[src/source/split_params.svh]
// ################################################
// unaligned access port parameters
// address width, memory size and memory wait
// ################################################

`ifndef SPLIT_PARAMS_SVH
`define SPLIT_PARAMS_SVH

// width of the byte address
`define ADDR_W 12

// whole memory in bytes, a multiple of the 16-byte line
`define MEM_BYTES (1 << `ADDR_W)

// wait cycles before the line memory acknowledges, 0 to 7
`define STORE_WAIT 2

`endif

[src/source/mem_access_pkg.sv]
// ################################################
// core-side access types
// request, part and split plan of an access
// ################################################

`include "split_params.svh"

package mem_access_pkg;

  typedef logic [`ADDR_W-1:0] byte_addr_t;  // byte address
  typedef logic [63:0]        data_t;       // little-endian data word
  typedef logic [2:0]         byte_cnt_t;   // n means n+1 bytes
  typedef logic [3:0]         part_cnt_t;   // byte count 1 to 8

  // access as presented by the requester
  typedef struct packed {
    byte_addr_t addr;
    data_t      wdata;
    byte_cnt_t  size;
    logic       write;
  } access_req_t;

  // one access contained inside a single line
  typedef struct packed {
    byte_addr_t addr;
    byte_cnt_t  size;
    data_t      wdata;   // own bytes at byte 0
    logic       write;
  } part_t;

  typedef struct packed {
    part_t     first;
    part_t     second;
    logic      need_second;  // access crosses a line
    part_cnt_t first_cnt;    // bytes in first part
  } split_plan_t;

endpackage

[src/source/merge_result.sv]
// ################################################
// merge result
// joins the parts of a split read little-endian
// and pulses the acknowledge
// ################################################

module merge_result (
  input  logic                        clk,
  input  logic                        rst,
  input  logic                        i_part_done,
  input  logic                        i_part_last,
  input  mem_access_pkg::data_t       i_rdata,
  input  mem_access_pkg::part_cnt_t   i_first_cnt,
  output mem_access_pkg::data_t       o_rdata,
  output logic                        o_ack
);

  import mem_access_pkg::*;

  data_t first_data;  // low bytes of a split read
  logic  have_first;

  always_ff @(posedge clk) begin
    if (rst) begin
      o_ack      <= 1'b0;
      have_first <= 1'b0;
    end else begin
      o_ack <= i_part_done && i_part_last;
      if (i_part_done) begin
        have_first <= !i_part_last;  // cleared by the last part
      end
    end
  end

  always_ff @(posedge clk) begin
    if (i_part_done) begin
      if (!i_part_last) begin
        first_data <= i_rdata;
      end else if (have_first) begin
        o_rdata <= first_data | (i_rdata << {i_first_cnt, 3'b000});  // second part above first
      end else begin
        o_rdata <= i_rdata;
      end
    end
  end

endmodule

[config.mk]
export PLATFORM = sky130hd
export DESIGN_NAME = merge_result
export DESIGN_NICKNAME = d
export VERILOG_FILES = /design/src/source/mem_access_pkg.sv /design/src/source/merge_result.sv
export VERILOG_INCLUDE_DIRS = /design/src /design/src/source
export SDC_FILE = /design/constraint.sdc
export NUM_CORES = 1
export LEC_CHECK = 0
export BUFFER_PORTS_ARGS = -buffer_cell sky130_fd_sc_hd__buf_4
export CAP_MARGIN = 30
export CORE_MARGIN = 2
export CORE_UTILIZATION = 40
export CTS_CLUSTER_SIZE = 10
export DETAILED_ROUTE_END_ITERATION = 12
export HOLD_SLACK_MARGIN = 0.02
export PLACE_DENSITY = 0.66
export RECOVER_POWER = 100
export SLEW_MARGIN = 20
export SYNTH_ARGS = -nofsm -noshare
export SYNTH_HDL_FRONTEND = slang
export SYNTH_SLANG_ARGS = --single-unit
[constraint.sdc]
create_clock -name clk -period 4.1 [get_ports clk]
set_input_delay 1.025 -clock clk [delete_from_list [all_inputs] [get_ports clk]]
set_output_delay 1.025 -clock clk [all_outputs]
set_load 0.1 [all_outputs]
# After elaboration in Yosys (flattened, before gate mapping)

Index checks and enable logic that the tools add are counted.

Register bits: 130
Logic and storage cells: 12

Shift-type cells: 1
Multiplexer cells: 1
Bitwise logic cells: 2
Reduce and logical (&&, ||, !) cells: 4

Operator list:

| operator            | number |
|---|---|
| $mux W64            | 1 |
| $or A64 B64 Y64     | 1 |
| $shl A64 B7 Y64     | 1 |
| $reduce_and A2 Y1   | 2 |
| $logic_and A1 B1 Y1 | 1 |
| $logic_not A1 Y1    | 1 |
| $not A1 Y1          | 1 |

# Depth between registers and ports, before layout

Word-level depth: 3
Gate-level depth with buffers: 7
Gate-level depth less buffers: 4

# Worst setup path before layout

OpenSTA, ideal clock, no wires.

Path kind: input to register
Start point: in i_part_last
End point: reg first_data[0], enable pin
Setup time: 0.495 ns
Arrival: 3.887 ns
Required time: 3.605 ns
Path slack: -0.282 ns
Stages: 1
Path buffers: 0
Path through: nor2b_1

Longest elaborated chain between the ends: 2

Ends and longest elaborated chain:

| item                        | line               | source |
|---|---|---|
| from (decl)                 | merge_result.sv:11 | `input logic i_part_last,` |
| $not A1 Y1 (no line)        | n/a                |  |
| $reduce_and A2 Y1 (no line) | n/a                |  |
| to (signal assigned)        | merge_result.sv:38 | `first_data <= i_rdata;` |
| to (decl)                   | merge_result.sv:20 | `data_t first_data;` |

No other way between the ends.
A chain may end at the register's enable or synchronous reset.

# Final worst setup path

Start point: in i_first_cnt[1]
End point: reg o_rdata[43], data pin

Longest elaborated chain between the ends: 3

Ends and longest elaborated chain:

| item                 | line               | source |
|---|---|---|
| from (decl)          | merge_result.sv:13 | `input mem_access_pkg::part_cnt_t i_first_cnt,` |
| $shl A64 B7 Y64      | merge_result.sv:40 | `o_rdata <= first_data \| (i_rdata << {i_first_cnt, 3'b000});` |
| $or A64 B64 Y64      | merge_result.sv:40 |  |
| $mux W64             | merge_result.sv:39 | `end else if (have_first) begin` |
| to (signal assigned) | merge_result.sv:40 |  |
| to (signal assigned) | merge_result.sv:42 | `o_rdata <= i_rdata;` |
| to (decl)            | merge_result.sv:14 | `output mem_access_pkg::data_t o_rdata,` |

No other way between the ends.

==> flow_metrics.tcl <==
set metrics [dict create \
    status "complete, but fails checks" \
    violations "max-capacitance violations, max-slew violations" \
    reg2regPathDepth 3 \
    seq_power_share 0.439 \
    fin_setup_tns_ns 0 \
    drive_gt1_frac 0.144 \
    avgSynthCellArea_sq_um 13.9 \
    first_iter_violations 343 \
    pwr_density_cell_nw_per_um2 465 \
    path_class "in -> reg" \
    grt_pass1_vias 4659 \
    cap_violations 2 \
    max_freq_mhz 307 \
    critPathSlowestCell "clkbuf_2" \
    hold_viol_final 0 \
    antenna_found_initial 0 \
    min_to "o_rdata[4]$_DFFE_PP_" \
    cellLeakagePower_nw 2.63 \
    die_height_um 133 \
    vias 4640 \
    swShare 0.284 \
    ctsResizeCount 0 \
    netlist_instances 476 \
    diodes 0 \
    drtPass1Iterations 5 \
    p_comb_frac 0.171 \
    hold_path_class "reg -> reg" \
    place_hpwl_um 10800 \
    routed_via_density 5.59 \
    ys_seq_area_frac 0.585 \
    setup_viol 0 \
    netlist-cell-type-count 37 \
    path_delay_family "buffers and inverters" \
    drc 0 \
    reg2reg_slack_ns 2.03 \
    placedInstanceArea_sq_um 7770 \
    clkPwrFrac 0.390 \
    synth_nets 548 \
    dieArea_sq_um 17600 \
    netlist_area_sq_um 6630 \
    synth_ff_type "edfxtp_1" \
    gr-usage-met3 0.0444 \
    setup.worst_path.start_class "primary input" \
    hold_buffers 0 \
    tritoncts "built" \
    grt.met2_usage 0.304 \
    insertion_delay_ns 0.42 \
    rsz0062_at_grt "false" \
    grt_usage 0.193 \
    yosys_warnings 0 \
    gp_congestion 0.827 \
    path_cells "clkbuf_2, or3b_1, nor2_1, a211oi_1, a21oi_1" \
    post-route-period-util 0.794 \
    grt_use_met1 0.261 \
    wl_per_cell_um 20.1 \
    fin_ws_ns 0.844 \
    r2r_end "o_rdata[60]$_DFFE_PP_" \
    die_x_um 133 \
    path_clk_slew_ns 0.05 \
    crit_arrival_ns 3.38 \
    slew_headroom -0.149 \
    postCtsSetupRepairBufs 0 \
    worstMarginPinSlew_ns 1.72 \
    cp.buffers_inverters 1 \
    internal_power_mw 2.61 \
    ant_nets 0 \
    final_cell_area_sq_um 7830 \
    r2r-start "have_first$_SDFFE_PP0P_" \
    cpPeakStageDelay_ns 1.22 \
    worstHoldStart "first_data[4]$_DFFE_PP_" \
    cp.required_ns 4.23 \
    path_max_fanout 61 \
    period_minus_slack_ns 3.26 \
    post-place-ws_ns 1.06 \
    synth-seq-cells 130 \
    grt.busiest_layer "met2" \
    power.switching_mw 1.03 \
    root_buffer "clkbuf_16" \
    numCtsBuffers 17 \
    cts_buffer_depth 2 \
    start_util 0.404 \
    row_count 47 \
    ir_drop_uv 303 \
    numPortBuffers 136 \
    grt_max_degree 89 \
    hold_ws_ns 0.544 \
    final_nets 671 \
    crit_path_end_kind "register" \
    cts.sinks 130 \
    core_sq_um 16400 \
    io_pins 137 \
    synth_edf_count 128 \
    slew_violations 129 \
    grt_overflow 0 \
    finalClockSkew_ns 0.00699 \
    holdPathStages 1 \
    async_reset_ff_frac 0 \
    areaGrowthSynthToFinish_pct 18.0 \
    wl_um 16700 \
    grt_pass1_wl_um 26100 \
    h-tree-depth 4 \
]
==> flip-flops by register name, summed over array words and instances (netlist names) <==
register / flops
have_first: 1
o_rdata: 64
o_ack: 1
first_data: 64
==> how the worst max path moves through the flow <==
stage | from | endpoint | slack, ns | depth (start not counted)
finish | i_first_cnt[1] | o_rdata[43]$_DFFE_PP_ | 0.84 | 5
floorplan | i_part_done | first_data[0]$_DFFE_PP_ | 0.96 | 1
global placement | i_first_cnt[1] | o_rdata[44]$_DFFE_PP_ | 1.13 | 5
global route | i_first_cnt[1] | o_rdata[43]$_DFFE_PP_ | 0.74 | 5
CTS | i_first_cnt[1] | o_rdata[43]$_DFFE_PP_ | 1.47 | 5
detailed placement | i_first_cnt[1] | o_rdata[41]$_DFFE_PP_ | 1.06 | 5
==> layout by cell type, fill, tap and decap left out, types with 2 or more instances in the layout <==
cell,synthesis,final
bufinv_16,0,2
mux2_1,0,10
a22o_1,16,16
nor2_1,58,57
buf_4,5,10
edfxtp_1,128,128
clkinv_4,0,2
clkbuf_16,0,17
mux2i_1,21,21
nor2b_1,5,4
a21o_1,8,8
and3b_1,2,2
mux4_2,29,29
nand2b_1,14,14
a211oi_1,7,7
a221oi_1,22,22
mux2_2,22,12
clkbuf_2,0,2
clkinv_2,0,4
clkinvlp_4,0,2
clkbuf_1,13,132
o2bb2ai_1,8,8
nand2_1,16,16
a21oi_1,63,63
==> power groups by stage <==
stage | Sequential, mW | Clock, mW | Combinational [mW]
detailed placement | 1.63 | 0 | 0.681
global placement | 1.62 | 0 | 0.667
floorplan | 1.84 | 0 | 0.263
CTS | 1.60 | 1.43 | 0.683
global route | 1.61 | 1.49 | 0.664
finish | 1.60 | 1.42 | 0.624
==> cell type report <==
type / count / area [sq um]
inverters: 1 / 3.75
repair buffers: 143 / 593
fillers: 1541 / 8580
flip-flops and latches: 130 / 3890
clock inverters: 11 / 116
clock buffers: 19 / 433
multi-input cells: 306 / 2520
well taps: 220 / 275
==> cell usage after synthesis, types with 2 or more instances <==
cell / n / area, sq um
a22o_1: 16 / 140
nor2b_1: 5 / 31.3
a211oi_1: 7 / 52.6
and3b_1: 2 / 17.5
buf_4: 5 / 37.5
buf_6: 6 / 67.6
edfxtp_1: 128 / 3840
a21oi_1: 63 / 315
mux4_2: 29 / 653
nor2_1: 58 / 218
o2bb2ai_1: 8 / 70.1
and2_1: 2 / 12.5
dfxtp_1: 2 / 40.0
nand2b_1: 14 / 87.6
mux2i_1: 21 / 210
nand2_1: 16 / 60.1
clkbuf_1: 13 / 48.8
mux2_2: 22 / 248
a221oi_1: 22 / 193
buf_1: 2 / 7.51
buf_2: 12 / 60.1
a21o_1: 8 / 60.1
==> per-layer routing <==
metal  up-vias  wire length, um
met5         -                0
met2       181             8030
li1       2147                -
met1      2286             7240
met4         0              334
met3        26             1110
==> stage by stage <==
step           std cells   util  power [mW]
2_1_floorplan        476      -        2.11
3_3_place_gp         799  0.473        2.29
3_5_place_dp         799  0.473        2.31
4_1_cts              829  0.507        3.72
5_1_grt              830  0.477        3.76
6_report             830  0.477        3.64
==> cell families (layout without fill, tap and decap cells) <==
logic type	after synthesis	after routing	synth area share
flip-flops	130	130	0.585
AO/OA/AOI/OAI	129	129	0.134
AND/OR/NAND/NOR	105	105	0.0758
multiplexers	72	72	0.167
buffers and inverters	40	174	0.0370
Note: power is estimated with default switching activity, not from simulation.
