File: src/source/split_params.svh
// ################################################
// unaligned access port parameters
// address width, memory size and memory wait
// ################################################

`ifndef SPLIT_PARAMS_SVH
`define SPLIT_PARAMS_SVH

// width of the byte address
`define ADDR_W 12

// whole memory in bytes, a multiple of the 16-byte line
`define MEM_BYTES (1 << `ADDR_W)

// wait cycles before the line memory acknowledges, 0 to 7
`define STORE_WAIT 2

`endif

File: src/source/mem_access_pkg.sv
// ################################################
// core-side access types
// request, part and split plan of an access
// ################################################

`include "split_params.svh"

package mem_access_pkg;

  typedef logic [`ADDR_W-1:0] byte_addr_t;  // byte address
  typedef logic [63:0]        data_t;       // little-endian data word
  typedef logic [2:0]         byte_cnt_t;   // n means n+1 bytes
  typedef logic [3:0]         part_cnt_t;   // byte count 1 to 8

  // access as presented by the requester
  typedef struct packed {
    byte_addr_t addr;
    data_t      wdata;
    byte_cnt_t  size;
    logic       write;
  } access_req_t;

  // one access contained inside a single line
  typedef struct packed {
    byte_addr_t addr;
    byte_cnt_t  size;
    data_t      wdata;   // own bytes at byte 0
    logic       write;
  } part_t;

  typedef struct packed {
    part_t     first;
    part_t     second;
    logic      need_second;  // access crosses a line
    part_cnt_t first_cnt;    // bytes in first part
  } split_plan_t;

endpackage

File: src/source/line_store_pkg.sv
// ################################################
// line memory port types
// line request and sequencer state
// ################################################

`include "split_params.svh"

package line_store_pkg;

  typedef logic [`ADDR_W-5:0] line_idx_t;  // line number
  typedef logic [3:0]         line_off_t;  // byte inside a line

  // one access inside a line
  typedef struct packed {
    line_idx_t                 idx;
    line_off_t                 off;
    mem_access_pkg::byte_cnt_t size;
    mem_access_pkg::data_t     data;   // write bytes at byte 0
    logic                      write;
  } line_req_t;

  // sequencer driving the port above
  typedef enum logic [1:0] {
    IDLE,
    FIRST,
    SECOND,
    HOLD
  } seq_state_t;

endpackage

File: src/source/split_sequencer.sv
// ################################################
// split sequencer
// issues one or two line accesses per request
// and reports each completed part
// ################################################

module split_sequencer (
  input  logic                             clk,
  input  logic                             rst,
  input  logic                             i_req,
  input  mem_access_pkg::split_plan_t      i_plan,
  output logic                             o_store_req,
  output line_store_pkg::line_req_t        o_store_line,
  input  logic                             i_store_ack,
  output logic                             o_part_done,
  output logic                             o_part_last
);

  import mem_access_pkg::*;
  import line_store_pkg::*;

  seq_state_t state;
  part_t      cur_part;

  assign cur_part = (state == SECOND) ? i_plan.second : i_plan.first;

  // split the part address into line and offset
  always_comb begin
    o_store_line.idx   = line_idx_t'(cur_part.addr >> 4);
    o_store_line.off   = cur_part.addr[3:0];
    o_store_line.size  = cur_part.size;
    o_store_line.data  = cur_part.wdata;
    o_store_line.write = cur_part.write;
  end

  always_ff @(posedge clk) begin
    if (rst) begin
      state       <= IDLE;
      o_store_req <= 1'b0;
      o_part_done <= 1'b0;
      o_part_last <= 1'b0;
    end else begin
      o_part_done <= 1'b0;  // single-cycle pulse
      case (state)
        IDLE: begin
          if (i_req) begin
            o_store_req <= 1'b1;
            state       <= FIRST;
          end
        end
        FIRST: begin
          if (o_store_req && i_store_ack) begin
            o_store_req <= 1'b0;
            o_part_done <= 1'b1;
            o_part_last <= !i_plan.need_second;
            state       <= i_plan.need_second ? SECOND : HOLD;
          end
        end
        SECOND: begin
          if (!o_store_req) begin
            o_store_req <= 1'b1;  // after one low cycle
          end else if (i_store_ack) begin
            o_store_req <= 1'b0;
            o_part_done <= 1'b1;
            o_part_last <= 1'b1;
            state       <= HOLD;
          end
        end
        HOLD: begin
          // a held request must not start twice
          if (!i_req) begin
            state <= IDLE;
          end
        end
        default: begin
          state       <= IDLE;
          o_store_req <= 1'b0;
        end
      endcase
    end
  end

endmodule

File: config.mk
export PLATFORM = sky130hd
export DESIGN_NAME = split_sequencer
export DESIGN_NICKNAME = d
export VERILOG_FILES = /design/src/source/mem_access_pkg.sv /design/src/source/line_store_pkg.sv /design/src/source/split_sequencer.sv
export VERILOG_INCLUDE_DIRS = /design/src /design/src/source
export SDC_FILE = /design/constraint.sdc
export NUM_CORES = 1
export LEC_CHECK = 0
export BUFFER_PORTS_ARGS = -buffer_cell sky130_fd_sc_hd__clkbuf_2
export CAP_MARGIN = 20
export CORE_AREA = 3 3 96 98
export DETAILED_ROUTE_END_ITERATION = 10
export DIE_AREA = 0 0 99 101
export SLEW_MARGIN = 30
export SYNTH_ARGS = -nofsm -noshare
export SYNTH_HDL_FRONTEND = slang
export SYNTH_SLANG_ARGS = --single-unit
File: constraint.sdc
create_clock -name clk -period 1.9 [get_ports clk]
set_input_delay 0.38 -clock clk [delete_from_list [all_inputs] [get_ports clk]]
set_output_delay 0.38 -clock clk [all_outputs]
set_load 0.005 [all_outputs]
# Word level (Yosys, flattened, before mapping)
# Cells that the tools add are included.
totals:
  inputBits: 169
  regBits: 5
  output_inout_bits: 83
classes:
  n_eq_ne: 8
  reduce_logical: 8
  n_mux: 21
ops:
  columns: ["op", "count"]
  rows:
  - ["two-way mux 80 bit", 1]
  - ["two-way mux 1 bit", 11]
  - ["two-way mux 2 bit", 5]
  - ["inequality test 2 bit, second input constant", 5]
  - ["one-hot mux 2 bit (4 select lines)", 1]
  - ["AND reduction 5 bit", 1]
  - ["equality test 2 bit, second input constant", 2]
  - ["one-hot mux 1 bit (2 select lines)", 2]
  - ["AND reduction 4 bit", 1]
  - ["one-hot mux 1 bit (3 select lines)", 1]
  - ["AND reduction 3 bit", 1]
  - ["nonzero test 3 bit", 1]
  - ["equality test 2 x 1 -> 1 bit, second input constant", 1]
  - ["zero test 2 bit", 1]
  - ["nonzero test 2 bit", 1]
  - ["logical AND 1 bit", 1]
  - ["zero test 1 bit", 1]

# Logic depth before layout (Yosys ltp)
# Gate-level depths: netlist (run 1).
depth:
  ltp_word: 3
  depth_mapped: 5

# Worst setup path before layout (run 1)
# OpenSTA, ideal clock, no wires.
synth_path:
  path_kind: "flip-flop to output port"
  from: "register state[0]"
  to: "output port o_store_line[0] in the netlist's numbering"
  arrival_ns: 1.354
  n_path_buf: 2
  stages_incl_launch_ff: 6
  path_slack_ns: 0.166
  t_required_ns: 1.520
  path_cell_list: "dfxtp_1 -> inv_1 -> ha_1 -> buf_4 -> buf_6 -> mux2_2"
synth_lines:
  columns: ["element", "line_no", "source"]
  rows:
  - ["start: declaration", "split_sequencer.sv:22", "seq_state_t state;"]
  - ["start signal: assignment", "split_sequencer.sv:56", "state <= i_plan.need_second ? SECOND : HOLD;"]
  - ["end: declaration", "split_sequencer.sv:13", "output line_store_pkg::line_req_t o_store_line,"]

==> run metrics, run 1 <==
main area contributors after synthesis mux2_2 (65%), dfxtp_1 (7.2%), ha_1 (7.2%), buf_6 (6.5%), mux2i_4 (1.6%); total congestion overflow 0; row count 34; Critical Path AT about 1500 ps; number of global-route vias before repair 1,788; routability cong. 0.8217; largest net degree at the start of global routing 40; RSZ-0062 raised after global routing yes; Comb power frac 0.870; GRT Total Usage 0.1051; Hold WS between 400 and 500 ps; final period utilization 1.011; Crit Path Max Fanout 5; critical path required time 1520 ps; met2 WL 3.708 mm; Die Y 101 um; Core Region approximately 8600 sq um; Worst-path clk slew around 40 ps; CP max-delay cell dfxtp_2; Initial DRC Count 26; DR WL met3 612 um; placed instance area approximately 2700 sq um; PwrDens 941.8 nW/um^2; Die ar. around 10000 sq um; Setup CP Type register to output pin; Place WS between 150 and 200 ps; area growth from synthesis to layout 123.7%; Rel. slew slack 0.8150; number of remaining DRC errors 0; Tmin final just under 2000 ps; share of cells above drive strength 1 0.9096; VDD IR-drop max 0.5566 mV; critical path, cell by cell inv_2, ha_4, buf_12, clkbuf_16, mux2_2, clkbuf_2; worst slew pin tran 275.9 ps; final setup fails 14; internal power 1.833 mW; drt total wl slightly below 7 mm; initial antenna violation count 0; Max Root-Sink Buffers 2; Setup crit end kind output pin; Final ANT Viol Nets 0; H-tree levels 1; first-pass GRT wire length 8.569 mm; CTS hold repair buffers 0; Seq cells post-synth 5; hpwl dp approximately 5.3 mm; Worst-Skew Late Latency roughly 230 ps; clock sink count 5; DR top layer met4; slowest stage delay, CP ~320 ps; Yosys top cell area share 0.6498; Vias/cell roughly 4.0; final hold viol count 0; max-cap viol count 0; number of port buffers 247; sw power 1.089 mW; fill count roughly 880; Yosys top cell by area mux2_2; Ys Warns 0; CTS tree yes; Mean Syn Cell Area about 11 sq um; synthesized instance count between 100 and 150; post-route cell area 3102 sq um; FF+latch area between 100 and 150 sq um; final std cells w/o fill around 500; Slew Viols, Final 0; Static Leak 1.728 nW; sw frac 0.3727; Layout Skew a little under 6 ps; Multi-input gate area around 1300 sq um; via count 1,999; Clock power frac 0.068; Clock Tree Root clkbuf_8; violated checks negative setup slack; io pins between 200 and 300; Inst Count DP between 400 and 500; Routed WL per cell 14.02 um; hold crit path type primary input to register; die width just under 100 um; Setup Total Neg Slack -108.8 ps; sequential element share of the synthesized area 0.07220; Max Freq between 500 and 600 MHz; Initial Utilization 0.1621; setup slack after layout -20.66 ps; sequential share of power 0.061; Antenna Cells 0; total CTS buffers 3; met1 WL 2.582 mm; fin nets approximately 570; TritonRoute pass-1 iters 4; Syn Nets a little over 300; status finished with violations; post-synthesis instance area about 1400 sq um; post-synth cell types 24; Worst Setup Start Kind register
## power groups by stage
stage,combinational (mW),clock (mW),sequential (mW)
floorplan,1.26,0,0.188
global placement,1.96,0,0.176
detailed placement,1.99,0,0.176
CTS,2.18,0.202,0.177
global route,2.74,0.212,0.184
finish,2.54,0.200,0.179
## worst max-delay path, delay by kind of cell, from the launching register on
kind | cells | cell delay [ps]
muxes | 1 | 320
DFF | 1 | 320
adders and majority gates | 1 | 200
buffers and inverters | 4 | 470
## path summary, 6_finish.rpt
check	slack, ps	startpoint	to	cells past startpoint
max	-20	state[0]$_SDFFE_PP0P_	o_store_line[17]	6
min	410	rst	state[1]$_SDFFE_PP0P_	2
max reg2reg	120	state[0]$_SDFFE_PP0P_	state[0]$_SDFFE_PP0P_	8
min reg2reg	480	o_part_last$_SDFFE_PP0P_	o_part_last$_SDFFE_PP0P_	2
## state kept, by name, summed over array words and instances, names as in the netlist
register     count
state            2
o_part_done      1
o_part_last      1
o_store_req      1
## kinds of logic after synthesis
kind of cell	after synthesis	share of synthesized area
muxes	81	0.6661
buffers and inverters	13	0.08123
adders and majority gates	8	0.07221
and+or+nand+nor	12	0.04513
DFF	5	0.07221
AOI/OAI and AO/OA	11	0.06318
## synth_stat cells, drive strengths merged
| cell type | n |
|---|---|
| and2b | 1 |
| or2b | 1 |
| o22ai | 1 |
| nand2 | 3 |
| mux2 | 80 |
| a21oi | 1 |
| nand3 | 1 |
| mux2i | 1 |
| o2bb2ai | 2 |
| dfxtp | 5 |
| inv | 4 |
| a221oi | 1 |
| nand2b | 1 |
| nor2 | 4 |
| o311a | 1 |
| nand4b | 1 |
| ha | 8 |
| o21ai | 2 |
| o31ai | 1 |
| buf | 9 |
| a21o | 2 |
## metal layers
layer	global-route usage	up-vias
li1	-	998
met1	0.1249	879
met2	0.1989	117
met3	0.01730	5
met4	0.01891	0
met5	0	-
## area by class of cell
type,count,share of cell area
timing repair buffer,262,0.4893
multi-input combinational,112,0.4151
clock buffer,4,0.01452
tap,108,0.04357
inverter,4,0.004841
sequential,5,0.03267
## metrics by stage
stage                     utilization  power (mW)
after detailed placement       0.3199       2.164
after CTS                      0.3352       2.558
after global placement         0.3199       2.134
final                          0.3627       2.921
after global routing           0.3627       3.131
after floorplan                     -       1.445
## repair_timing
item                       in CTS  in global routing
gates cloned                    2                  5
setup endpoints to repair      80                 60
setup buffers                   1                  2
gates resized for setup         6                 29
## layout by cell type, fill, tap and decap left out, types with 2 or more instances in the layout
cell,instances
dfxtp_1,4
mux2_4,27
ha_1,7
mux2_2,53
clkbuf_16,3
buf_4,4
nand2_1,3
clkbuf_8,3
buf_16,2
o21ai_0,2
buf_12,5
nor2_1,4
inv_1,3
clkbuf_2,246
Power figures use the tool's default switching activity.
==> inputs of run 2 (changes only) <==
--- a/config.mk
+++ b/config.mk
@@ -6,6 +6,7 @@
 export SDC_FILE = /design/constraint.sdc
 export NUM_CORES = 1
 export LEC_CHECK = 0
+export ABC_AREA = 1
 export BUFFER_PORTS_ARGS = -buffer_cell sky130_fd_sc_hd__clkbuf_2
 export CAP_MARGIN = 20
 export CORE_AREA = 3 3 96 98
==> run 2 against run 1 <==
- the flow still finishes with violations (negative setup slack)
- via count up 3.1%
- clock skew down 3.6 ps
- global-route usage up 2.2 points
- clock-buffer cell count unchanged
- power down 23%
- highest routed layer unchanged
==> run metrics, run 2 <==
Worst-Skew Late Latency 220 ps; number of remaining DRC errors 0; Rel. slew slack 0.8438; clock sink count 5; CTS hold repair buffers 0; synthesized instance count about 150; Worst-path clk slew around 30 ps; sw power slightly above 900 uW; Multi-input gate area around 1200 sq um; GRT Total Usage 0.1266; commonest non-fill, non-tap cell in the layout clkbuf_2; fin nets 576; status finished with violations; synth cell count leaders mux2_2 (80), nand2_1 (15), nor2_1 (14); area growth from synthesis to layout 101.6%; async set-reset flop share out of synthesis 0; Yosys top cell by area mux2_2; Syn Nets approximately 320; worst slew pin tran about 230 ps; CP max-delay cell mux2_2; Setup CP Type register to output pin; Top reg by flops state; final hold viol count 0; Mean Syn Cell Area 9.550 sq um; sequential element share of the synthesized area 0.07130; FF+latch area just over 100 sq um; final setup fails 5; most numerous cell in the Yosys netlist mux2_2; Ys Warns 0; io pins 252; Initial DRC Count 48; ys flop type dfxtp_1; drt total wl 7.105 mm; final period utilization 1.004; Post-synth EDFFs 0; Vias/cell slightly above 4; share of cells above drive strength 1 0.8618; largest net degree at the start of global routing 35; Setup crit end kind output pin; final std cells w/o fill 506; Max Root-Sink Buffers 2; VDD IR-drop max about 0.68 mV; total CTS buffers 3; Yosys top cell area share 0.6417; CTS tree yes; Clock Tree Root clkbuf_8; Comb power frac 0.839; TritonRoute pass-1 iters 4; max reg flops 2; number of global-route vias before repair between 2,000 and 2,500; Critical Path AT ~1500 ps; number of port buffers ~250; Slew Viols, Final 0; initial antenna violation count 0; Clock power frac 0.086; critical path required time ~1500 ps; slowest stage delay, CP 360 ps; Seq cells post-synth 5; total congestion overflow 0; main area contributors after synthesis mux2_2 (64%), clkbuf_8 (7.8%), dfxtp_1 (7.1%), ha_1 (7.1%), nand2_1 (4.0%); placed instance area 2736 sq um; Initial Utilization 0.1642; critical path, cell by cell inv_2, ha_4, buf_12, mux2_2, clkbuf_2; met2 WL between 3 and 4 mm; Inst Count DP ~500; hold crit path type primary input to register; post-synth cell types 13; Buf/Inv on CP 3; sequential share of power 0.075; RSZ-0062 raised after global routing yes; Crit Path Max Fanout 34; row count 34; met1 WL between 2 and 3 mm; Max Freq 524.4 MHz; routability cong. 0.8401; H-tree levels 1; Routed WL per cell between 10 and 15 um; Static Leak 1.620 nW; internal power ~1.3 mW; via count approximately 2,000; Layout Skew around 2.3 ps; Worst Setup Start Kind register; setup slack after layout -7.080 ps; violated checks negative setup slack; DR WL met3 575 um; Core Region about 8600 sq um; Tmin final approximately 1900 ps; Setup Total Neg Slack -17.98 ps; hpwl dp between 6 and 7 mm; Die Y between 100 and 150 um; cell family with most CP delay buffers and inverters; Final ANT Viol Nets 0; PwrDens about 800 nW/um^2; DR top layer met4; Antenna Cells 0; max-cap viol count 0; die width roughly 99 um; post-synthesis instance area 1404 sq um; first-pass GRT wire length 10.36 mm; most frequent cells in the layout clkbuf_2 (247), mux2_2 (78), nand2_1 (15); post-route cell area between 2000 and 3000 sq um; fill count a little over 900; sw frac 0.4044; Die ar. 9999 sq um
run 2: area by class of cell:
type	count	area share
timing repair buffer	256	0.4752
multi-input combinational	124	0.4129
tap	108	0.04775
sequential	5	0.03625
clock buffer	4	0.01592
inverter	9	0.01194
run 2: cells by family (layout without fill, tap and decap cells):
group,count (synthesis),in the layout,share of synthesized area
AO/OA/AOI/OAI,3,3,0.01247
adder cells (fa/ha/maj),8,8,0.07130
buffers and inverters,18,269,0.1105
flip-flops,5,5,0.07130
multiplexers,80,80,0.6417
AND/OR/NAND/NOR,33,33,0.09269
run 2: stage by stage:
step | power (mW) | setup WS, ps | utilization | hold slack (ps)
after global placement | 1.950 | 146.3 | 0.3200 | 480.1
final | 2.237 | -7.080 | 0.3310 | 347.3
after global routing | 2.426 | -65.51 | 0.3310 | 367.4
after CTS | 2.279 | -19.37 | 0.3320 | 345.5
after floorplan | 1.273 | 168.7 | - | 458.2
after detailed placement | 1.972 | 124.8 | 0.3200 | 478.3
run 2: timing repair:
item,in CTS,in global routing
endpoints found under the setup margin,78,63
gates resized for setup,4,3
buffers inserted,3,1
hold endpoints to repair,0,0
gates cloned,1,0
pin swaps,1,0
run 2: final timing paths:
path	slack, ps	depth (start not counted)	start	end
max	-7	5	state[0]$_SDFFE_PP0P_	o_store_line[44]
min	350	2	rst	o_part_done$_SDFF_PP0_
max reg2reg	410	10	state[0]$_SDFFE_PP0P_	state[0]$_SDFFE_PP0P_
min reg2reg	480	2	o_part_last$_SDFFE_PP0P_	o_part_last$_SDFFE_PP0P_
run 2: routing by layer:
| layer | vias to the layer above | global-route usage |
|---|---|---|
| met5 | - | 0 |
| met4 | 0 | 0.01681 |
| met3 | 6 | 0.02076 |
| met2 | 103 | 0.2288 |
| met1 | 934 | 0.1615 |
| li1 | 1017 | - |
run 2: power by group through the flow:
stage	combinational, mW	clock (mW)	sequential [mW]
floorplan	1.10	0	0.175
global placement	1.79	0	0.163
detailed placement	1.81	0	0.164
CTS	1.92	0.196	0.168
global route	2.05	0.204	0.173
finish	1.88	0.192	0.168
