$ cat config.mk
export PLATFORM = sky130hd
export DESIGN_NAME = split_decode
export DESIGN_NICKNAME = d
export VERILOG_FILES = /design/src/source/mem_access_pkg.sv /design/src/source/split_decode.sv
export VERILOG_INCLUDE_DIRS = /design/src /design/src/source
export SDC_FILE = /design/constraint.sdc
export NUM_CORES = 1
export LEC_CHECK = 0
export BUFFER_PORTS_ARGS = -buffer_cell sky130_fd_sc_hd__buf_2
export CAP_MARGIN = 15
export CORE_AREA = 2 2 95 97
export DETAILED_ROUTE_END_ITERATION = 8
export DIE_AREA = 0 0 97 99
export MAX_ROUTING_LAYER = met4
export PLACE_DENSITY = 0.75
export SYNTH_ARGS = -nofsm -noshare
export SYNTH_HDL_FRONTEND = slang
export SYNTH_SLANG_ARGS = --single-unit
$ cat constraint.sdc
create_clock -name vclk -period 3.1
set_input_delay 0 -clock vclk [all_inputs]
set_output_delay 0 -clock vclk [all_outputs]
set_load 0.02 [all_outputs]
$ cat src/source/split_params.svh
// ################################################
// unaligned access port parameters
// address width, memory size and memory wait
// ################################################

`ifndef SPLIT_PARAMS_SVH
`define SPLIT_PARAMS_SVH

// width of the byte address
`define ADDR_W 12

// whole memory in bytes, a multiple of the 16-byte line
`define MEM_BYTES (1 << `ADDR_W)

// wait cycles before the line memory acknowledges, 0 to 7
`define STORE_WAIT 2

`endif

$ cat src/source/mem_access_pkg.sv
// ################################################
// core-side access types
// request, part and split plan of an access
// ################################################

`include "split_params.svh"

package mem_access_pkg;

  typedef logic [`ADDR_W-1:0] byte_addr_t;  // byte address
  typedef logic [63:0]        data_t;       // little-endian data word
  typedef logic [2:0]         byte_cnt_t;   // n means n+1 bytes
  typedef logic [3:0]         part_cnt_t;   // byte count 1 to 8

  // access as presented by the requester
  typedef struct packed {
    byte_addr_t addr;
    data_t      wdata;
    byte_cnt_t  size;
    logic       write;
  } access_req_t;

  // one access contained inside a single line
  typedef struct packed {
    byte_addr_t addr;
    byte_cnt_t  size;
    data_t      wdata;   // own bytes at byte 0
    logic       write;
  } part_t;

  typedef struct packed {
    part_t     first;
    part_t     second;
    logic      need_second;  // access crosses a line
    part_cnt_t first_cnt;    // bytes in first part
  } split_plan_t;

endpackage

$ cat src/source/split_decode.sv
// ################################################
// split decode
// finds whether an access crosses a 16-byte line
// and describes the one or two line parts
// ################################################

module split_decode (
  input  mem_access_pkg::access_req_t i_access,
  output mem_access_pkg::split_plan_t o_plan
);

  import mem_access_pkg::*;

  logic [4:0] off_ext;       // offset in line
  logic [4:0] size_ext;      // size minus one
  logic [4:0] end_pos;       // offset of last byte
  logic [4:0] first_sz_ext;
  logic [4:0] second_sz_ext;
  logic       crosses;
  part_cnt_t  first_cnt;
  byte_addr_t second_addr;

  assign off_ext  = {1'b0, i_access.addr[3:0]};
  assign size_ext = {2'b00, i_access.size};
  assign end_pos  = off_ext + size_ext;
  assign crosses  = end_pos > 5'd15;

  assign first_sz_ext  = crosses ? (5'd15 - off_ext) : size_ext;
  assign second_sz_ext = crosses ? (end_pos - 5'd16) : 5'd0;
  assign first_cnt     = first_sz_ext[3:0] + 4'd1;

  // start of next line, wraps to line 0 at the top
  assign second_addr = (i_access.addr | byte_addr_t'(15)) + 1'b1;

  always_comb begin
    o_plan.first.addr    = i_access.addr;
    o_plan.first.size    = first_sz_ext[2:0];
    o_plan.first.wdata   = i_access.wdata;
    o_plan.first.write   = i_access.write;

    o_plan.second.addr   = second_addr;
    o_plan.second.size   = second_sz_ext[2:0];
    o_plan.second.wdata  = i_access.wdata >> {first_cnt, 3'b000};  // drop first part bytes
    o_plan.second.write  = i_access.write;

    o_plan.need_second   = crosses;
    o_plan.first_cnt     = first_cnt;
  end

endmodule

; Yosys cells after proc, flatten, opt, wreduce, memory -nomap -nowiden
; Index checks and enable logic that the tools add are counted.
[classes]
add_sub_neg = 5
multipliers = 0
div_mod_pow = 0
n_lt_le_gt_ge = 1
eq_ne = 0
shifts = 1
mux = 2
n_bitwise = 0
reduce_logical = 0
[op_table]
columns = cell, count
row1 = $shr 64x7->64, 1
row2 = $add 12x1->12 const B, 1
row3 = $add 4x3->5, 1
row4 = $gt 5x4->1 const B, 1
row5 = $add 4x1->4 const B, 1
row6 = $mux 4, 1
row7 = $sub 4x4->4 const A, 1
row8 = $mux 3, 1
row9 = $sub 3x1->3 const B, 1
[totals]
register_bits = 0
latchBits = 0
ramBits = 0
rom_bits = 0
inputBits = 80
out_inout_bits = 165
word_cells = 9
mem_count = 0

; Longest topological paths before layout
; Gate-level depths: netlist of the first run.
[logic_depth]
ltp_word = 5
ltp_mapped = 13
depth_no_buf = 11

; Worst setup path before layout of the first run
; Ideal clock, no wire load.
[synth_path]
kind = input-to-output
from = input port i_access[1] (netlist bit)
to = output port o_plan[33] (netlist bit)
arrival_ps = 3158
required_ps = 3100
setup_slack_ps = -58
cell_stages = 12
path_buffers = 3
path_cell_list = ha_1 -> fa_1 -> a21o_4 -> nand2_8 -> nand2_1 -> o21ai_4 -> ha_1 -> buf_1 -> clkbuf_1 -> clkbuf_1 -> o21ai_0 -> o2bb2ai_1
[synth_rtl]
columns = item, line
row1 = start: declaration, split_decode.sv:8  ; input mem_access_pkg::access_req_t i_access,
row2 = end: declaration, split_decode.sv:9  ; output mem_access_pkg::split_plan_t o_plan

==> flow_metrics.py, run 1 <==
metrics = {
    "setup_path": {
        "required_ps": 3100,
        "start_kind": "primary input",
        "crit_buf_inv": 5,
        "crit_type": "primary input to output pin",
        "arrival_ps": 2920,
        "slowest_delay_ps": 440,
        "critPathTopFamily": "buffers and inverters",
        "cp_cell_sequence": "buf_2 > ha_1 > fa_1 > a21o_4 > nand2_8 > nand2_1 > o21ai_4 > buf_4 > clkinv_2 > buf_4 > mux2i_1 > mux2i_1 > a22o_1 > buf_2",
        "crit_fanout": 35,
        "worst_path_max_delay_cell": "fa_1",
        "endpoint_kind": "output pin",
    },
    "placement": {
        "gp_congestion": 0.982,
        "hpwl_mm": 8.74,
        "place_ws_ps": 11.3,
        "io_buffers": 238,
    },
    "cells_and_area": {
        "num_antenna_cells": 0,
        "finalNetCount": 608,
        "area_growth_pct": 27.3,
        "seqCellArea_um2": 0,
        "seq_cells": 0,
        "fillers": 891,
        "clockBufferCount": 0,
        "layout-drive-gt1-share_pct": 54.3,
    },
    "sta": {
        "setup_tns_ps": 0,
        "setup_viol": 0,
        "fin_crit_sh_pct": 94.2,
        "hold_viol_final": 0,
        "period_minus_slack_ps": 2920,
        "rsz0062_at_grt": "false",
        "drv_slew": 0,
        "fmax_mhz": 342,
        "fin_ws_ps": 179,
    },
    "run": {
        "maxCapViolCount": 0,
    },
    "routing": {
        "remaining_drc_errors": 0,
        "first_pass_iters": 5,
        "wl_mm": 11.1,
        "routed_via_density": 5.44,
        "wl_met2_mm": 5.78,
        "ant_nets": 0,
        "met3RoutedLength_um": 856,
        "highest_layer": "met4",
        "vias": 3419,
        "routedWlPerCell_um": 17.6,
        "detailedRoute.firstIterationViolations": 174,
        "wl_met1_mm": 4.14,
    },
    "grt": {
        "grt_overflow": 0,
        "grt_max_degree": 62,
        "grt_antenna_before_repair": 0,
        "grt_pass1_wl_mm": 16.4,
        "grt_pass1_vias": 3058,
        "grt_usage_pct": 21.4,
    },
    "hold_path": {
        "holdPathEnd": "o_plan[5]",
        "holdPathStages": 0,
        "hold_path.class": "primary input to output pin",
        "hold_start": "i_access[0]",
    },
    "power": {
        "p_leak_nw": 1.92,
        "ir_worst_vdd_mv": 0.192,
        "p_per_area_nw_per_um2": 406,
    },
    "status": {
        "outcome": "completed",
    },
    "floorplan": {
        "fp.dieW_um": 97,
        "die_h_um": 99,
        "initial_core_util_pct": 32.4,
        "fp-row-count": 34,
        "ioPinCount": 245,
        "design.core.area_um2": 8550,
        "dieArea_um2": 9600,
    },
    "synthesis": {
        "yosys_warnings": 0,
        "syn_area_um2": 2770,
        "synth-seq-area-share_pct": 0,
        "yosysUniqueCellTypes": 51,
        "syn_area_per_cell_um2": 7.44,
        "synthCells": 372,
    },
    "cts": {
        "hold_buffers": 0,
    },
}
-- per-layer routing --
layer  vias to the layer above  global-route usage, %
met5                         -                      -
li1                       1582                      -
met1                      1582                   24.0
met2                       233                   39.7
met4                         0                   7.15
met3                        22                   2.20
-- metrics by stage --
stage          utilization [%]  instances  hold slack [ps]  power (mW)  cell area, µm²
6_report                  41.2        629           0.0649        1.43            3520
5_1_grt                   41.2        629            0.194        1.53            3520
4_1_cts                   40.9        626            0.211        1.43            3500
3_5_place_dp              40.9        626            0.211        1.42            3500
3_3_place_gp              40.9        626            0.211        1.41            3500
2_1_floorplan                -        375             76.6        1.01            2780
-- cell families after synthesis --
family | synth area share [%]
buffers and inverters | 28.2
XOR/XNOR | 3.21
other | 0.136
multiplexers | 19.4
AO/OA/AOI/OAI | 28.2
AND/OR/NAND/NOR | 18.3
adder cells (fa/ha/maj) | 2.53
-- worst max path at each step --
stage                            start    endpoint  depth (start not counted)
after CTS                 i_access[68]  o_plan[56]                         12
after global placement    i_access[68]  o_plan[56]                         12
after global routing      i_access[68]  o_plan[12]                         14
after detailed placement  i_access[68]  o_plan[56]                         12
after floorplan            i_access[1]  o_plan[33]                         12
final                     i_access[68]  o_plan[12]                         14
-- final cells by class --
class	count	area [µm²]	share of cell area, %
multi-input cells	258	2020	57.3
well taps	108	135	3.84
repair buffers	256	1340	38.0
inverters	7	30.0	0.853
-- cells in the mapped netlist (all sizes together) (2+ instances only) --
library cell / number / area, µm²
buf: 99 / 709
mux2i: 32 / 320
nand2: 25 / 110
nor2: 25 / 96.4
and2: 19 / 119
a21oi: 17 / 85.1
a221oi: 12 / 105
clkbuf: 11 / 41.3
a22oi: 10 / 75.1
o22a: 10 / 87.6
a2bb2oi: 9 / 78.8
nor2b: 9 / 56.3
a211oi: 8 / 72.6
nor3: 8 / 55.1
a22o: 7 / 61.3
a32o: 7 / 70.1
inv: 7 / 28.8
mux4: 7 / 158
o21ai: 7 / 46.3
a31oi: 6 / 37.5
xnor2: 6 / 71.3
mux2: 5 / 60.1
ha: 4 / 50.1
and3: 3 / 18.8
nand3: 3 / 15.0
a21o: 2 / 22.5
o22ai: 2 / 12.5
xor2: 2 / 17.5
-- power breakdown --
group | switching (mW) | internal, mW
logic | 0.893 | 0.538
registers | 0 | 0
clock network | 0 | 0
total | 0.893 | 0.538
-- cells in the final DEF (no fill, tap or decap), drive strengths merged, types with 2 or more instances in the layout --
| cell | instances |
|---|---|
| nor3 | 8 |
| nand2 | 25 |
| mux4 | 7 |
| a221oi | 12 |
| a22o | 7 |
| a21o | 2 |
| a21oi | 17 |
| a2bb2oi | 9 |
| buf | 256 |
| nand3 | 3 |
| and3 | 3 |
| inv | 6 |
| conb | 4 |
| xnor2 | 6 |
| and2 | 19 |
| mux2i | 32 |
| o22ai | 2 |
| mux2 | 5 |
| xor2 | 2 |
| nor2 | 25 |
| a32o | 7 |
| a211oi | 8 |
| a22oi | 10 |
| o21ai | 7 |
| o22a | 10 |
| ha | 4 |
| a31oi | 6 |
| nor2b | 9 |
-- repair_timing --
action / 4_1_cts / 5_1_grt
gates resized for setup: 0 / 0
endpoints found under the hold margin: 0 / 0
setup endpoints to repair: 0 / 12
setup buffers: 0 / 3
Note: power is estimated with default switching activity, not from simulation.
==> inputs of run 2 (changes only) <==
--- a/config.mk
+++ b/config.mk
@@ -6,13 +6,16 @@
 export SDC_FILE = /design/constraint.sdc
 export NUM_CORES = 1
 export LEC_CHECK = 0
-export BUFFER_PORTS_ARGS = -buffer_cell sky130_fd_sc_hd__buf_2
+export ABC_AREA = 1
+export BUFFER_PORTS_ARGS = -buffer_cell sky130_fd_sc_hd__buf_4
 export CAP_MARGIN = 15
-export CORE_AREA = 2 2 95 97
+export CORE_ASPECT_RATIO = 2
+export CORE_MARGIN = 2
+export CORE_UTILIZATION = 35
 export DETAILED_ROUTE_END_ITERATION = 8
-export DIE_AREA = 0 0 97 99
 export MAX_ROUTING_LAYER = met4
-export PLACE_DENSITY = 0.75
+export PLACE_DENSITY = 0.76
+export RECOVER_POWER = 50
 export SYNTH_ARGS = -nofsm -noshare
 export SYNTH_HDL_FRONTEND = slang
 export SYNTH_SLANG_ARGS = --single-unit
==> flow_metrics.py, run 2 <==
metrics = {
    "synthesis": {
        "yosys_warnings": 0,
        "syn_area_per_cell_um2": 4.94,
        "synthCells": 646,
        "synth_top_area_share_pct": 24.1,
        "synth_top_cell_by_area": "nand2_1",
        "synth-seq-area-share_pct": 0,
        "synth.most_common_cell": "nand2_1",
        "synth_commonest_cells": "nand2_1 (205), nand3_1 (138), buf_4 (92), inv_1 (75), nor2_1 (43)",
        "yosysUniqueCellTypes": 24,
        "syn_area_um2": 3190,
        "synth_area_leaders": "nand2_1 (24%), buf_4 (22%), nand3_1 (22%), inv_1 (8.8%), a21oi_1 (5.5%)",
    },
    "routing": {
        "detailedRoute.firstIterationViolations": 285,
        "routed_via_density": 4.98,
        "routedWlPerCell_um": 14.3,
        "wl_mm": 12.6,
        "remaining_drc_errors": 0,
        "first_pass_iters": 5,
        "vias": 4385,
        "ant_nets": 0,
    },
    "hold_path": {
        "hold_path.class": "primary input to output pin",
    },
    "grt": {
        "grt_max_degree": 64,
        "grt_pass1_vias": 3963,
        "grt_usage_pct": 24.0,
        "grt_pass1_wl_mm": 19.4,
        "grt_overflow": 0,
        "grt_antenna_before_repair": 0,
    },
    "power": {
        "pwr-share-seq_pct": 0,
        "p_switching_mw": 0.980,
        "sw_frac_of_total_pct": 63.9,
        "ir_worst_vdd_mv": 0.244,
        "p_leak_nw": 2.44,
        "pwr-share-comb_pct": 100.0,
        "power_frac_clock_pct": 0,
        "internal-power_mw": 0.553,
        "finalPower_mw": 1.53,
        "p_per_area_nw_per_um2": 379,
    },
    "cells_and_area": {
        "fillers": 1082,
        "clockBufferCount": 0,
        "num_antenna_cells": 0,
        "seq_cells": 0,
        "final_common_cell": "nand2_1",
        "seqCellArea_um2": 0,
        "multiInputGateArea_um2": 2060,
        "final_cell_mix": "nand2_1 (204), buf_4 (171), nand3_1 (138)",
        "layout-drive-gt1-share_pct": 23.7,
        "finalNetCount": 865,
        "area_growth_pct": 27.0,
    },
    "setup_path": {
        "crit_fanout": 39,
        "crit_type": "primary input to output pin",
        "crit_buf_inv": 3,
        "cp_cell_sequence": "buf_4 > ha_1 > fa_1 > nand2_1 > nand2_2 > nand3b_1 > nand2_1 > ha_2 > buf_4 > nand3_1 > nand3_1 > nand2_1 > nor2_1 > buf_4",
        "critPathTopFamily": "adder cells",
        "slowest_delay_ps": 410,
        "endpoint_kind": "output pin",
        "start_kind": "primary input",
        "required_ps": 3100,
        "arrival_ps": 2500,
        "worst_path_max_delay_cell": "fa_1",
    },
    "sta": {
        "hold_viol_final": 0,
        "period_minus_slack_ps": 2500,
        "tightestPinTransition_ps": 655,
        "max-slew-margin-rel_pct": 56.4,
        "fin_ws_ps": 602,
        "fin_crit_sh_pct": 80.6,
        "setup_viol": 0,
        "drv_slew": 0,
        "fmax_mhz": 400,
        "rsz0062_at_grt": "false",
        "setup_tns_ps": 0,
    },
    "floorplan": {
        "ioPinCount": 245,
        "fp-row-count": 49,
        "dieArea_um2": 9940,
        "design.core.area_um2": 8950,
        "initial_core_util_pct": 35.6,
        "die_h_um": 139,
        "fp.dieW_um": 71.5,
    },
    "cts": {
        "hold_buffers": 0,
        "cts-resized-gates": 0,
        "post-cts-setup-buffers": 0,
    },
    "placement": {
        "hpwl_mm": 9.95,
        "place_ws_ps": 620,
        "io_buffers": 238,
        "gp_congestion": 0.950,
    },
    "status": {
        "outcome": "completed",
    },
    "run": {
        "maxCapViolCount": 0,
    },
}
==> run 2: cell count changes in the layout (fill, tap and decap cells not counted), moves of 12 or more <==
| cell | before | now |
|---|---|---|
| and2_1 | 19 | 0 |
| nand2_1 | 24 | 204 |
| clkbuf_1 | 0 | 78 |
| inv_1 | 4 | 75 |
| nor2_1 | 23 | 43 |
| a221oi_1 | 12 | 0 |
| buf_4 | 17 | 171 |
| a21oi_1 | 17 | 35 |
| nand3_1 | 3 | 138 |
| buf_2 | 238 | 0 |
| mux2i_1 | 31 | 0 |
==> run 2: metal layers <==
layer  global-route usage [%]  share of wire, %
met1                     27.8                38
met2                     45.8                54
met3                     1.02               6.5
met4                     2.78               1.3
met5                        -                 0
==> run 2: area by class of cell <==
| class | instances | area share (%) |
|---|---|---|
| Inverter | 77 | 7.14 |
| Tap cell | 102 | 3.15 |
| Timing Repair Buffer | 249 | 38.9 |
| Multi-Input combinational cell | 452 | 50.8 |
==> run 2: logic make-up after synthesis <==
family | share of synthesized area [%]
XOR/XNOR | 1.65
AND/OR/NAND/NOR | 53.4
adder cells (fa/ha/maj) | 2.20
AO/OA/AOI/OAI | 6.55
buffers and inverters | 36.1
other | 0.118
==> run 2: power by group through the flow <==
stage | clock network, mW | logic [mW] | registers, mW
2_1_floorplan | 0 | 1.04 | 0
5_1_grt | 0 | 1.67 | 0
3_3_place_gp | 0 | 1.58 | 0
4_1_cts | 0 | 1.58 | 0
3_5_place_dp | 0 | 1.58 | 0
6_report | 0 | 1.53 | 0
==> run 2: path summary, 6_finish.rpt <==
check	start	end	slack [ps]	depth (start not counted)
worst max-delay path	i_access[1]	o_plan[13]	600	14
worst min-delay path	i_access[0]	o_plan[85]	0.1	0
==> run 2: per-stage QoR <==
step | util (%) | cell area, µm² | std cells | hold WS [ps]
after global placement | 48.5 | 4340 | 880 | 0.878
after CTS | 48.5 | 4340 | 880 | 0.878
final | 45.2 | 4050 | 880 | 0.143
after detailed placement | 48.5 | 4340 | 880 | 0.878
after global routing | 45.2 | 4050 | 880 | 0.140
after floorplan | - | 3200 | 649 | 76.6
==> inputs of run 3 (changes only) <==
--- a/config.mk
+++ b/config.mk
@@ -6,15 +6,14 @@
 export SDC_FILE = /design/constraint.sdc
 export NUM_CORES = 1
 export LEC_CHECK = 0
-export ABC_AREA = 1
+export ABC_AREA = 0
 export BUFFER_PORTS_ARGS = -buffer_cell sky130_fd_sc_hd__buf_4
 export CAP_MARGIN = 15
-export CORE_ASPECT_RATIO = 2
-export CORE_MARGIN = 2
-export CORE_UTILIZATION = 35
+export CORE_AREA = 2 2 95 97
 export DETAILED_ROUTE_END_ITERATION = 8
+export DIE_AREA = 0 0 97 99
 export MAX_ROUTING_LAYER = met4
-export PLACE_DENSITY = 0.76
+export PLACE_DENSITY = 0.77
 export RECOVER_POWER = 50
 export SYNTH_ARGS = -nofsm -noshare
 export SYNTH_HDL_FRONTEND = slang
==> constraint.sdc (replaced) <==
create_clock -name vclk -period 2.11
set_input_delay 0 -clock vclk [all_inputs]
set_output_delay 0 -clock vclk [all_outputs]
set_load 0.02 [all_outputs]
==> flow_metrics.py, run 3 (same netlist as run 1, synthesis figures left out) <==
metrics = {
    "routing": {
        "wl_mm": 16.1,
        "first_pass_iters": 4,
        "ant_nets": 0,
        "vias": 4038,
        "detailedRoute.firstIterationViolations": 146,
        "remaining_drc_errors": 0,
        "routed_via_density": 5.67,
        "routedWlPerCell_um": 22.6,
    },
    "cells_and_area": {
        "fin_util_pct": 75.3,
        "num_antenna_cells": 0,
        "seqCellArea_um2": 0,
        "fillers": 609,
        "seq_cells": 0,
        "final_common_cell": "buf_4",
        "clockBufferCount": 0,
        "finalInstanceArea_um2": 6440,
        "area_growth_pct": 133,
        "layout-drive-gt1-share_pct": 78.3,
        "final_cell_mix": "buf_4 (173), buf_6 (89), clkbuf_1 (46)",
        "finalNetCount": 691,
    },
    "power": {
        "p_leak_nw": 2.78,
        "p_switching_mw": 1.95,
        "ir_worst_vdd_mv": 0.402,
        "p_per_area_nw_per_um2": 607,
        "internal-power_mw": 1.96,
        "sw_frac_of_total_pct": 49.9,
        "power_frac_clock_pct": 0,
        "pwr-share-seq_pct": 0,
        "pwr-share-comb_pct": 100.0,
    },
    "sta": {
        "fmax_mhz": 389,
        "setup_viol": 65,
        "hold_viol_final": 0,
        "fin_ws_ps": -458,
        "fin_crit_sh_pct": 122,
        "rsz0062_at_grt": "true",
        "drv_slew": 0,
        "period_minus_slack_ps": 2570,
    },
    "placement": {
        "gp_congestion": 0.956,
        "hpwl_mm": 9.71,
        "placedInstanceArea_um2": 4770,
        "io_buffers": 238,
    },
    "grt": {
        "grt_max_degree": 25,
        "grt_pass1_wl_mm": 23.0,
        "grt_overflow": 0,
        "grt_usage_pct": 30.2,
        "grt_pass1_vias": 4073,
        "grt_antenna_before_repair": 0,
    },
    "floorplan": {
        "design.core.area_um2": 8550,
        "initial_core_util_pct": 32.4,
        "ioPinCount": 245,
        "fp.dieW_um": 97,
        "dieArea_um2": 9600,
        "fp-row-count": 34,
        "die_h_um": 99,
    },
    "setup_path": {
        "start_kind": "primary input",
        "crit_fanout": 8,
        "crit_type": "primary input to output pin",
        "endpoint_kind": "output pin",
        "required_ps": 2110,
        "arrival_ps": 2570,
    },
    "status": {
        "violations": "setup timing",
        "outcome": "finished with violations",
    },
    "cts": {
        "hold_buffers": 0,
    },
    "hold_path": {
        "hold_path.class": "primary input to output pin",
    },
    "run": {
        "maxCapViolCount": 0,
    },
}
## run 3: changes by cell type in the layout (fill, tap and decap cells not counted), moves of 13 or more
cell / previous run / this run
inv_1: 75 / 3
buf_6: 0 / 89
nand2_1: 204 / 22
nor2_1: 43 / 5
and2_4: 0 / 19
mux2i_4: 0 / 20
clkbuf_1: 78 / 46
a21oi_1: 35 / 5
nand3_1: 138 / 3
buf_12: 0 / 13
nor2_4: 0 / 14
## run 3: what timing repair did
item,in CTS,in global routing
setup buffers,33,13
pin swaps,55,61
endpoints found under the setup margin,64,66
gates resized for setup,199,88
gates cloned,9,3
## run 3: critical path, cell delays in order
cell and delay [ps]:
buf_8 100, ha_4 150, fa_2 360, a21o_4 260, nand2_8 80, buf_12 100, o21ai_4 80, ha_4 360
buf_12 170, mux4_2 510, o22a_2 250, buf_6 130
## run 3: path summary, 6_finish.rpt
path | startpoint | endpoint | cells after the start | slack, ps
worst max-delay path | i_access[1] | o_plan[22] | 12 | -460
worst min-delay path | i_access[0] | o_plan[85] | 0 | 0.01
## run 3: stage by stage
step	power (mW)	cells	setup slack (ps)	TNS (ps)	hold slack, ps
2_1_floorplan	1.80	375	-226	-5960	76.6
5_1_grt	4.05	712	-509	-23800	0.0502
3_3_place_gp	2.73	665	-702	-25530	0.364
4_1_cts	3.61	707	-406	-19070	0.364
3_5_place_dp	2.76	665	-724	-27580	0.364
6_report	3.91	712	-458	-21020	0.0135
## run 3: per-layer routing
| layer | part of all wire (%) | GRT usage, % |
|---|---|---|
| met1 | 36 | 35.7 |
| met2 | 53 | 54.5 |
| met3 | 7.1 | 2.84 |
| met4 | 3.8 | 9.10 |
| met5 | 0 | - |
## run 3: power by group through the flow
stage	combinational, mW	clock [mW]	sequential (mW)
after detailed placement	2.76	0	0
after floorplan	1.80	0	0
after global routing	4.05	0	0
after CTS	3.61	0	0
after global placement	2.73	0	0
final	3.91	0	0
## run 3: layout make-up
cell class	count	area, µm²	area share [%]
repair buffers	339	3150	48.9
inverters	7	51.3	0.796
well taps	108	135	2.10
multi-input cells	258	3110	48.3
